===== src/design/icache_pkg.sv =====
// shared geometry, address fields and fill/request types
// for the four-way VIPT instruction cache

package icache_pkg;

  // geometry
  localparam int ways              = 4;
  localparam int sets              = 64;
  localparam int block_words       = 4;
  localparam int paddr_width       = 32;
  localparam int page_offset_width = 12;

  // derived widths
  localparam int index_width       = 6;
  localparam int word_offset_width = 2;
  localparam int byte_offset_width = 3;
  localparam int tag_width         = 21;
  localparam int ptag_width        = 20;
  localparam int way_id_width      = 2;
  localparam int dword_width       = 64;
  localparam int instr_width       = 32;
  localparam int lru_width         = 3;
  localparam int block_width       = block_words * dword_width;

  typedef struct packed {
    logic [tag_width-1:0]         tag;
    logic [index_width-1:0]       index;
    logic [word_offset_width-1:0] word_offset;
    logic [byte_offset_width-1:0] byte_offset;
  } addr_fields_s;

  typedef logic [way_id_width-1:0] way_id_t;

  typedef enum logic [1:0] {
    fill_set_clear  = 2'd0,
    fill_invalidate = 2'd1,
    fill_set_tag    = 2'd2,
    fill_write_data = 2'd3
  } fill_op_e;

  // tag view of the payload, tag in the low bits
  typedef struct packed {
    logic [block_width-tag_width-2:0] pad;
    logic                             valid;
    logic [tag_width-1:0]             tag;
  } tag_info_s;

  // opcode picks which view applies
  typedef union packed {
    logic [block_words-1:0][dword_width-1:0] block;
    tag_info_s                               tag_info;
  } fill_payload_u;

  typedef struct packed {
    fill_op_e                 op;
    logic [index_width-1:0]   index;
    way_id_t                  way;
    fill_payload_u            payload;
  } fill_pkt_s;

  typedef struct packed {
    logic [paddr_width-1:0] addr;
  } cache_req_s;

  typedef struct packed {
    way_id_t victim;
  } cache_meta_s;

endpackage


===== src/design/icache_miss_ctrl.sv =====
// array port arbitration, miss request and metadata
// outstanding-miss tracker

module icache_miss_ctrl
  import icache_pkg::*;
(
  input  logic         clk_i,
  input  logic         reset_i,
  input  logic         vaddr_v_i,
  output logic         vaddr_ready_o,
  input  logic         fill_v_i,
  output logic         fill_ready_o,
  output logic         lookup_en_o,
  output logic         fill_en_o,
  input  logic         tv_valid_i,
  input  logic         tv_hit_i,
  input  addr_fields_s tv_addr_i,
  input  way_id_t      victim_way_i,
  input  logic         cache_req_ready_i,
  input  logic         cache_req_complete_i,
  output cache_req_s   cache_req_o,
  output logic         cache_req_v_o,
  output cache_meta_s  cache_req_meta_o,
  output logic         cache_req_meta_v_o,
  output logic         miss_o
);

  logic    miss_tv;
  logic    outstanding_r;
  way_id_t victim_r;

  assign miss_tv       = tv_valid_i && !tv_hit_i;
  assign vaddr_ready_o = cache_req_ready_i && !cache_req_v_o && !outstanding_r;

  // lookups own the array port
  assign lookup_en_o  = vaddr_v_i && vaddr_ready_o;
  assign fill_en_o    = fill_v_i && !lookup_en_o;
  assign fill_ready_o = !lookup_en_o;

  // no ready means no request, fetch replays
  assign cache_req_v_o    = miss_tv && cache_req_ready_i && !outstanding_r;
  assign cache_req_o.addr = {tv_addr_i.tag, tv_addr_i.index,
                             {(word_offset_width + byte_offset_width){1'b0}}};

  always_ff @(posedge clk_i) begin
    if (reset_i) begin
      cache_req_meta_v_o <= 1'b0;
      outstanding_r      <= 1'b0;
    end else begin
      cache_req_meta_v_o <= cache_req_v_o;
      if (cache_req_v_o) begin
        outstanding_r <= 1'b1;
      end else if (cache_req_complete_i) begin
        outstanding_r <= 1'b0;
      end
    end
  end

  // victim captured in the request cycle
  always_ff @(posedge clk_i) begin
    if (cache_req_v_o) begin
      victim_r <= victim_way_i;
    end
  end

  assign cache_req_meta_o.victim = victim_r;
  assign miss_o                  = miss_tv || outstanding_r;

  // one request per completion
  a_single_req: assert property (
    @(posedge clk_i) disable iff (reset_i)
    cache_req_v_o |=> (!cache_req_v_o until_with cache_req_complete_i)
  );

endmodule


===== config.mk =====
export PLATFORM = sky130hd
export DESIGN_NAME = icache_miss_ctrl
export DESIGN_NICKNAME = d
export VERILOG_FILES = /design/src/design/icache_pkg.sv /design/src/design/icache_miss_ctrl.sv
export SDC_FILE = /design/constraint.sdc
export NUM_CORES = 1
export LEC_CHECK = 0
export BUFFER_PORTS_ARGS = -buffer_cell sky130_fd_sc_hd__buf_2
export CORE_MARGIN = 2
export CORE_UTILIZATION = 22
export CTS_CLUSTER_SIZE = 12
export DETAILED_ROUTE_END_ITERATION = 8
export GPL_TIMING_DRIVEN = 1
export PLACE_DENSITY_LB_ADDON = 0.08
export REMOVE_ABC_BUFFERS = 1
export SETUP_SLACK_MARGIN = 0.1
export SYNTH_ARGS = -nofsm -noshare
export SYNTH_HDL_FRONTEND = slang
export SYNTH_SLANG_ARGS = --single-unit

===== constraint.sdc =====
create_clock -name clk_i -period 0.9 [get_ports clk_i]
set_input_delay 0.18 -clock clk_i [delete_from_list [all_inputs] [get_ports clk_i]]
set_output_delay 0.18 -clock clk_i [all_outputs]
set_load 0.03 [all_outputs]

==> impl_metrics.tcl <==
set metrics [dict create \
    run_status "complete, but fails checks" \
    violations "negative setup slack" \
    num-nets-final 89 \
    overflow 0 \
    max_clock_freq_mhz 845 \
    setup.worst_path.start_class "flip-flop" \
    ir_drop_mv 0.546 \
    slew_violations 0 \
    synth_cells 50 \
    yosysWarnings 0 \
    rrSetupSlack_ps -90 \
    drtIter0Drc 4 \
    rsz0062_at_grt "true" \
    drc_errors 0 \
    setup_violations 10 \
    powerDensity_nw_per_um2 1400 \
    first_pass_iters 2 \
    rows 15 \
    syn_avg_cell_area_um2 8.53 \
    fin_skew_ps 9.28 \
    required_ps 720 \
    die_w_um 48.0 \
    die_height_um 48.0 \
    yosysSeqAreaShare_pct 23.5 \
    rr_startpoint "outstanding_r" \
    cts-root-buf "clkbuf_4" \
    grt_pass1_vias 289 \
    path_max_fanout 4 \
    antenna_found_initial 0 \
    vias_per_cell 3.93 \
    tritoncts "built" \
    final_area_um2 445 \
    final-hold-violation-count 0 \
    finalHoldWorstSlack_ps 117 \
    dpl_cell_area_um2 330 \
    ios 83 \
    drive_gt1_share_pct 65.2 \
    fin_crit_sh_pct 131 \
    num_vias 279 \
    hp-start "victim_way_i[0]" \
    cts.reportedPaths.clkPinSlew_ps 40 \
    port_buffers 18 \
    crit_path_end_kind "output pin" \
    post-route-util_pct 25.0 \
    grt_pass1_wl_um 1840 \
    arrival_ps 1000 \
    leakage_nw 0.211 \
    grt_use_total_pct 13.5 \
    r2r_cells 3 \
    postSynthRegisterBits 4 \
    holdCritPathClass "input pin to flip-flop" \
    clk_latency_ps 240 \
    cts_hold_buffers 0 \
    core_um2 1780 \
    n_antenna_cell 0 \
    syn_area_um2 427 \
    numCtsBuffers 3 \
    clk_path_buf_depth 2 \
    wl_um 1540 \
    r2r_end "cache_req_meta_o[1]" \
    initial_core_util_pct 23.9 \
    h-tree-depth 1 \
    cts.sinks 4 \
    endpoint "lookup_en_o" \
    tns_ps -1680 \
    area_delta_synth_final_pct 4.40 \
    synth.distinct_cells 14 \
    wl_per_cell_um 21.7 \
    ant_nets 0 \
    layout_setup_ws_ps -283 \
    path_class "flip-flop to output pin" \
    gp_congestion 0.659 \
    area.sequential_um2 103 \
    max-cap-violations 0 \
    multi_input_area_um2 120 \
    dieArea_um2 2310 \
    layout_min_cycle_time_ps 1180 \
    cp-startpoint "outstanding_r" \
    nFillCells 201 \
    grt_max_degree 6 \
]
area by class of cell:
cell class,count,share of cell area [%]
Timing Repair Buffer,20,35.4
Sequential cell,4,23.0
Inverter,2,1.69
Tap cell,25,7.02
Clock buffer,4,5.90
Multi-Input combinational cell,16,27.0
cell usage after synthesis (all sizes together):
cell type / number / share of area (%)
buf: 32 / 56
nand2b: 3 / 4.4
dfxtp: 2 / 9.4
edfxtp: 2 / 14
inv: 2 / 1.8
a21oi: 1 / 2.1
a31oi: 1 / 1.5
and2: 1 / 1.5
and3: 1 / 1.5
conb: 1 / 0.88
nand3: 1 / 1.2
nand4bb: 1 / 2.6
nor2: 1 / 0.88
nor2b: 1 / 2.1
metrics by stage:
stage | worst slack, ps | cells | total power (W)
global route | -346 | 71 | 0.000669
global placement | -158 | 66 | 0.000343
finish | -283 | 71 | 0.000623
detailed placement | -153 | 66 | 0.000344
floorplan | -245 | 22 | 0.000298
CTS | -287 | 71 | 0.000637
state kept, by name, indices dropped and copies added (netlist names):
signal / flops
cache_req_meta_o: 2
cache_req_meta_v_o: 1
outstanding_r: 1
worst min path at each step:
stage | to | slack [ps] | cells after the start
3_3_place_gp | outstanding_r | 350 | 2
3_5_place_dp | cache_req_meta_o[1] | 360 | 1
5_1_grt | outstanding_r | 100 | 2
2_1_floorplan | outstanding_r | 240 | 1
4_1_cts | cache_req_meta_o[1] | 110 | 1
6_report | cache_req_meta_o[0] | 120 | 1
report_power, final:
group,switching [W],internal [W],leakage (nW)
combinational,0.000105,0.0000748,0.160
sequential,0.00000403,0.000199,0.0355
clock,0.0000744,0.000166,0.0150
total,0.000183,0.000440,0.211
layer usage:
| layer | vias to the layer above | wire, µm | track usage [%] |
|---|---|---|---|
| met1 | 110 | 348 | 8.91 |
| met5 | - | 0 | 0 |
| li1 | 111 | - | - |
| met4 | 0 | 0 | 3.24 |
| met2 | 58 | 563 | 16.5 |
| met3 | 0 | 628 | 26.4 |
placed cells by master (no fill, tap or decap):
cell       n
a21oi_2    1
a31oi_1    1
and2_1     1
and3_4     1
buf_2      9
buf_4      3
buf_6      8
clkbuf_1   1
clkbuf_4   3
conb_1     5
dfxtp_2    2
edfxtp_1   2
inv_1      1
inv_2      1
nand2b_1   3
nand3_1    1
nand4bb_4  1
nor2_1     1
nor2b_4    1
critical path, stage by stage (launching register included):
cell and delay, ps:
dfxtp_2 330, nor2b_4 130, and3_4 180, buf_6 120
cells by family (layout without fill, tap and decap cells):
family	count (synthesis)	in the layout	share of synthesized area, %
buf+inv	34	26	58.1
simple gates	9	9	14.1
flops	4	4	23.5
compound gates	2	2	3.52
other cells	1	5	0.879
what timing repair did:
action	in CTS	in global routing
cloned	0	0
buffers inserted	1	0
endpoints found under the setup margin	13	13
pin swaps	1	0
resized for setup	22	1
(Power assumes the default switching activity.)
