<file path="src/design/icache_pkg.sv">
// shared geometry, address fields and fill/request types
// for the four-way VIPT instruction cache

package icache_pkg;

  // geometry
  localparam int ways              = 4;
  localparam int sets              = 64;
  localparam int block_words       = 4;
  localparam int paddr_width       = 32;
  localparam int page_offset_width = 12;

  // derived widths
  localparam int index_width       = 6;
  localparam int word_offset_width = 2;
  localparam int byte_offset_width = 3;
  localparam int tag_width         = 21;
  localparam int ptag_width        = 20;
  localparam int way_id_width      = 2;
  localparam int dword_width       = 64;
  localparam int instr_width       = 32;
  localparam int lru_width         = 3;
  localparam int block_width       = block_words * dword_width;

  typedef struct packed {
    logic [tag_width-1:0]         tag;
    logic [index_width-1:0]       index;
    logic [word_offset_width-1:0] word_offset;
    logic [byte_offset_width-1:0] byte_offset;
  } addr_fields_s;

  typedef logic [way_id_width-1:0] way_id_t;

  typedef enum logic [1:0] {
    fill_set_clear  = 2'd0,
    fill_invalidate = 2'd1,
    fill_set_tag    = 2'd2,
    fill_write_data = 2'd3
  } fill_op_e;

  // tag view of the payload, tag in the low bits
  typedef struct packed {
    logic [block_width-tag_width-2:0] pad;
    logic                             valid;
    logic [tag_width-1:0]             tag;
  } tag_info_s;

  // opcode picks which view applies
  typedef union packed {
    logic [block_words-1:0][dword_width-1:0] block;
    tag_info_s                               tag_info;
  } fill_payload_u;

  typedef struct packed {
    fill_op_e                 op;
    logic [index_width-1:0]   index;
    way_id_t                  way;
    fill_payload_u            payload;
  } fill_pkt_s;

  typedef struct packed {
    logic [paddr_width-1:0] addr;
  } cache_req_s;

  typedef struct packed {
    way_id_t victim;
  } cache_meta_s;

endpackage

</file>
<file path="src/design/icache_lru.sv">
// tree pseudo-LRU bits per set, updated on TV hits
// victim choice, invalid ways first

module icache_lru
  import icache_pkg::*;
(
  input  logic                   clk_i,
  input  logic                   reset_i,
  input  logic                   tv_valid_i,
  input  logic                   tv_hit_i,
  input  way_id_t                tv_hit_way_i,
  input  logic [index_width-1:0] tv_index_i,
  input  logic [ways-1:0]        tv_way_valid_i,
  output way_id_t                victim_way_o
);

  // bit 0 root, bit 1 left pair, bit 2 right pair
  logic [lru_width-1:0] lru_r [sets];
  logic [lru_width-1:0] lru_cur;
  way_id_t              lru_way;

  always_ff @(posedge clk_i) begin
    if (reset_i) begin
      for (int s = 0; s < sets; s++) begin
        lru_r[s] <= '0;
      end
    end else if (tv_valid_i && tv_hit_i) begin
      // point root away from the half just used
      lru_r[tv_index_i][0] <= ~tv_hit_way_i[1];
      if (!tv_hit_way_i[1]) begin
        lru_r[tv_index_i][1] <= ~tv_hit_way_i[0];
      end else begin
        lru_r[tv_index_i][2] <= ~tv_hit_way_i[0];
      end
    end
  end

  assign lru_cur = lru_r[tv_index_i];

  // follow the tree bits
  assign lru_way = lru_cur[0] ? {1'b1, lru_cur[2]} : {1'b0, lru_cur[1]};

  always_comb begin
    victim_way_o = lru_way;
    for (int i = ways - 1; i >= 0; i--) begin
      if (!tv_way_valid_i[i]) begin
        victim_way_o = way_id_t'(i);
      end
    end
  end

endmodule

</file>
<file path="config.mk">
export PLATFORM = sky130hd
export DESIGN_NAME = icache_lru
export DESIGN_NICKNAME = d
export VERILOG_FILES = /design/src/design/icache_pkg.sv /design/src/design/icache_lru.sv
export SDC_FILE = /design/constraint.sdc
export NUM_CORES = 1
export LEC_CHECK = 0
export ABC_AREA = 1
export BUFFER_PORTS_ARGS = -buffer_cell sky130_fd_sc_hd__buf_2
export CAP_MARGIN = 25
export CORE_ASPECT_RATIO = 0.8
export CORE_MARGIN = 1.5
export CORE_UTILIZATION = 35
export DETAILED_ROUTE_END_ITERATION = 10
export GPL_ROUTABILITY_DRIVEN = 0
export PLACE_DENSITY = 0.51
export SLEW_MARGIN = 40
export SYNTH_ARGS = -nofsm -noshare
export SYNTH_HDL_FRONTEND = slang
export SYNTH_SLANG_ARGS = --single-unit
</file>
<file path="constraint.sdc">
create_clock -name clk_i -period 1.9 [get_ports clk_i]
set_clock_uncertainty 0.2 [all_clocks]
set_input_delay 0.095 -clock clk_i [delete_from_list [all_inputs] [get_ports clk_i]]
set_output_delay 0.095 -clock clk_i [all_outputs]
set_load 0.02 [all_outputs]
</file>
==> summary.txt <==
Run status
  • Outcome: finished, violations left
  • Failing checks: negative setup slack

Power
  • Maximum VDD drop: 0.632 mV
  • Int Power: 7.28 mW
  • Power per cell area: 748 nW/um^2
  • Clk pwr share: 38.0%
  • Final Total Pwr: 9.96 mW
  • Comb pwr share: 12.6%
  • Part of the power in registers: 49.3%
  • Switching share of power: 26.9%
  • Switching power total: 2.68 mW
  • Pleak: 5.81 nW

Place
  • Placed inst area: 12600 sq um
  • DP HPWL: 21800 um
  • Port Buffers: 17
  • Dpl cells: 1897

Route
  • 1st-pass router iterations: 6
  • ANT nets after route: 0
  • Drc violations: 0
  • Via count: 9462
  • Post-Route WL: 32600 um
  • Routed length per instance: 16.9 um
  • Vias per cell: 4.91
  • Initial drt markers: 811

Clocking
  • CTS tree: yes
  • Clk slew on worst S/H paths: 0.08 ns
  • Clock Path Buffers: 2
  • Number of buffers created by CTS: 17
  • CTS sink cnt: 192
  • CTS H-tree lvls: 4
  • Root Driver: clkbuf_16
  • Setup bufs post-CTS: 0

Layout
  • Finished Layout Cells: 1929
  • Layout cells sized above 1: 18.5%
  • Number of flip-flops in the largest register: 192
  • Fin nets: 1519
  • Final instance area: 13300 sq um
  • Top flop regs: lru_r: 192 flops
  • Synth-to-Final Area Change: 21.2%
  • Area of the multi-input gates: 4230 sq um
  • Final design utilization: 43.5%
  • Commonest non-fill, non-tap cell in the layout: nand2_1
  • Diodes inserted: 0
  • Reg area: 5770 sq um
  • # fillers: 3136
  • Reg with most FFs: lru_r
  • Leading cell types in the layout, fill and taps excluded: 441 x nand2_1, 192 x edfxtp_1, 172 x inv_1

Critical path
  • Worst setup SP type: flop
  • Crit. End Element: primary output
  • Required time of the critical path: 1.60 ns
  • CP Data Arrival Time: 2.14 ns
  • Crit-path max FO: 2
  • WS Path Type: reg2out

Floorplanning
  • DIE HEIGHT: 161 um
  • Placeable Area: 30600 sq um
  • Io pins: 18
  • Initial Util: 35.9%
  • Die area: 32500 sq um
  • Die Wd: 201 um
  • Site Rows: 57

Synth
  • Simple-Gate Fraction of Synth Area: 31.8%
  • Synthesized area per cell: 7.73 sq um
  • Post-synthesis xor/xnor area fraction: 0%
  • Compound-Gate Fraction of Synth Area: 5.15%
  • Yosys cell types: 24
  • Post-Syn Area: 11000 sq um
  • Sequential element share of the synthesized area: 52.5%
  • Yosys reg bits: 192
  • Syn nets: 1437
  • Post-synthesis mux area share: 0%
  • Syn Inst Count: 1421
  • Yosys Warn Count: 0
  • Largest family of logic cells by synthesized area: simple AND/OR/NAND/NOR gates
  • Synth Area in Adders: 0%

Flow run
  • Max cap viols: 0

Worst hold path
  • Hold Path Class: in2reg
  • Worst Hold Depth: 3

GRT
  • Initial antenna violation count: 0
  • Vias in the first global route: 8884
  • First-pass GRT wire length: 51100 um
  • GRT overflow: 0
  • Largest net degree at the start of global routing: 193
  • Total Routing Usage GR: 20.7%

STA
  • Worst setup margin: -0.532 ns
  • Slew Limit Fails: 0
  • Normalized max-slew margin: 44.1%
  • Min cycle time layout: 2.43 ns
  • Final hold vios: 0
  • Final setup viols: 2
  • RSZ-0062 raised after global routing: yes
  • Fin crit share: 128%
  • Worst-Margin Slew: 0.839 ns
  • Fmax: 411 MHz
==> worst max-delay path: stages (launching register included) <==
cell	delay, ns
edfxtp_1	0.37
inv_1	0.08
nand2_1	0.06
nand3_2	0.10
nand2_4	0.07
nor2_4	0.13
nor2_2	0.06
nor2_2	0.12
nand2_1	0.08
nor2_2	0.13
nand2_1	0.08
nand3_2	0.09
nand2_2	0.05
a21oi_2	0.12
buf_4	0.15
==> power by group through the flow <==
stage	Combinational, mW	Clock [mW]	Sequential (mW)
2_1_floorplan	0.698	0	4.99
4_1_cts	1.22	3.86	4.92
3_3_place_gp	1.20	0	5.01
5_1_grt	1.39	4.01	4.94
3_5_place_dp	1.20	0	5.01
6_report	1.26	3.79	4.91
==> through the flow <==
step	hold WS, ns	setup TNS (ns)	setup WS [ns]
4_1_cts	0.00529	-1.04	-0.535
3_5_place_dp	0.278	-23.59	-0.380
5_1_grt	0.0229	-1.29	-0.669
3_3_place_gp	0.279	-18.38	-0.384
2_1_floorplan	0.107	0	0.0569
6_report	0.00369	-1.03	-0.532
==> cells by family (layout without fill, tap and decap cells) <==
| logic type | after synthesis | in the layout |
|---|---|---|
| compound gates | 112 | 112 |
| buf+inv | 286 | 381 |
| flops | 192 | 192 |
| simple gates | 831 | 831 |
==> synthesized netlist by cell type <==
master	n	share of area (%)
clkbuf_1	65	2.2
nor2_2	7	0.40
inv_1	177	6.0
nor3_1	88	4.0
or2_2	13	0.74
o211ai_1	2	0.14
buf_2	20	0.91
nor2_1	159	5.4
buf_1	3	0.10
nand2_2	1	0.057
o21ai_0	107	4.9
nand3_1	97	4.4
edfxtp_1	192	52
o21ai_1	2	0.091
nand2_1	450	15
nor3_2	2	0.18
buf_6	5	0.51
nand3_2	1	0.091
inv_2	10	0.34
nand4_1	1	0.057
nor2_4	8	0.82
nand3b_1	4	0.27
buf_4	6	0.41
a21oi_1	1	0.045
==> per-layer routing <==
layer	GRT usage, %	up-vias	share of wire [%]
met4	4.96	0	1.4
met2	31.7	233	44
met3	3.01	25	5.2
met1	30.6	4507	49
li1	-	4697	-
met5	0	-	0
==> worst paths after layout <==
| path | endpoint | slack [ns] | start |
|---|---|---|---|
| min | lru_r[24][0] | 0.004 | tv_hit_way_i[1] |
| max | victim_way_o[0] | -0.53 | lru_r[50][0] |
==> layout make-up <==
class / count / area share (%)
clock inverters: 15 / 1.32
repair buffers: 162 / 11.3
clock buffers: 17 / 3.19
multi-input cells: 943 / 31.7
inverters: 187 / 5.29
well taps: 413 / 3.88
flip-flops and latches: 192 / 43.3
==> timing repair <==
| action | in CTS | in global routing |
|---|---|---|
| hold buffers | 1 | 0 |
| gates resized for setup | 21 | 47 |
| pin swaps | 7 | 19 |
| setup endpoints to repair | 2 | 5 |
| hold endpoints to repair | 12 | 0 |
No activity file was read; power rests on OpenSTA's default activity.
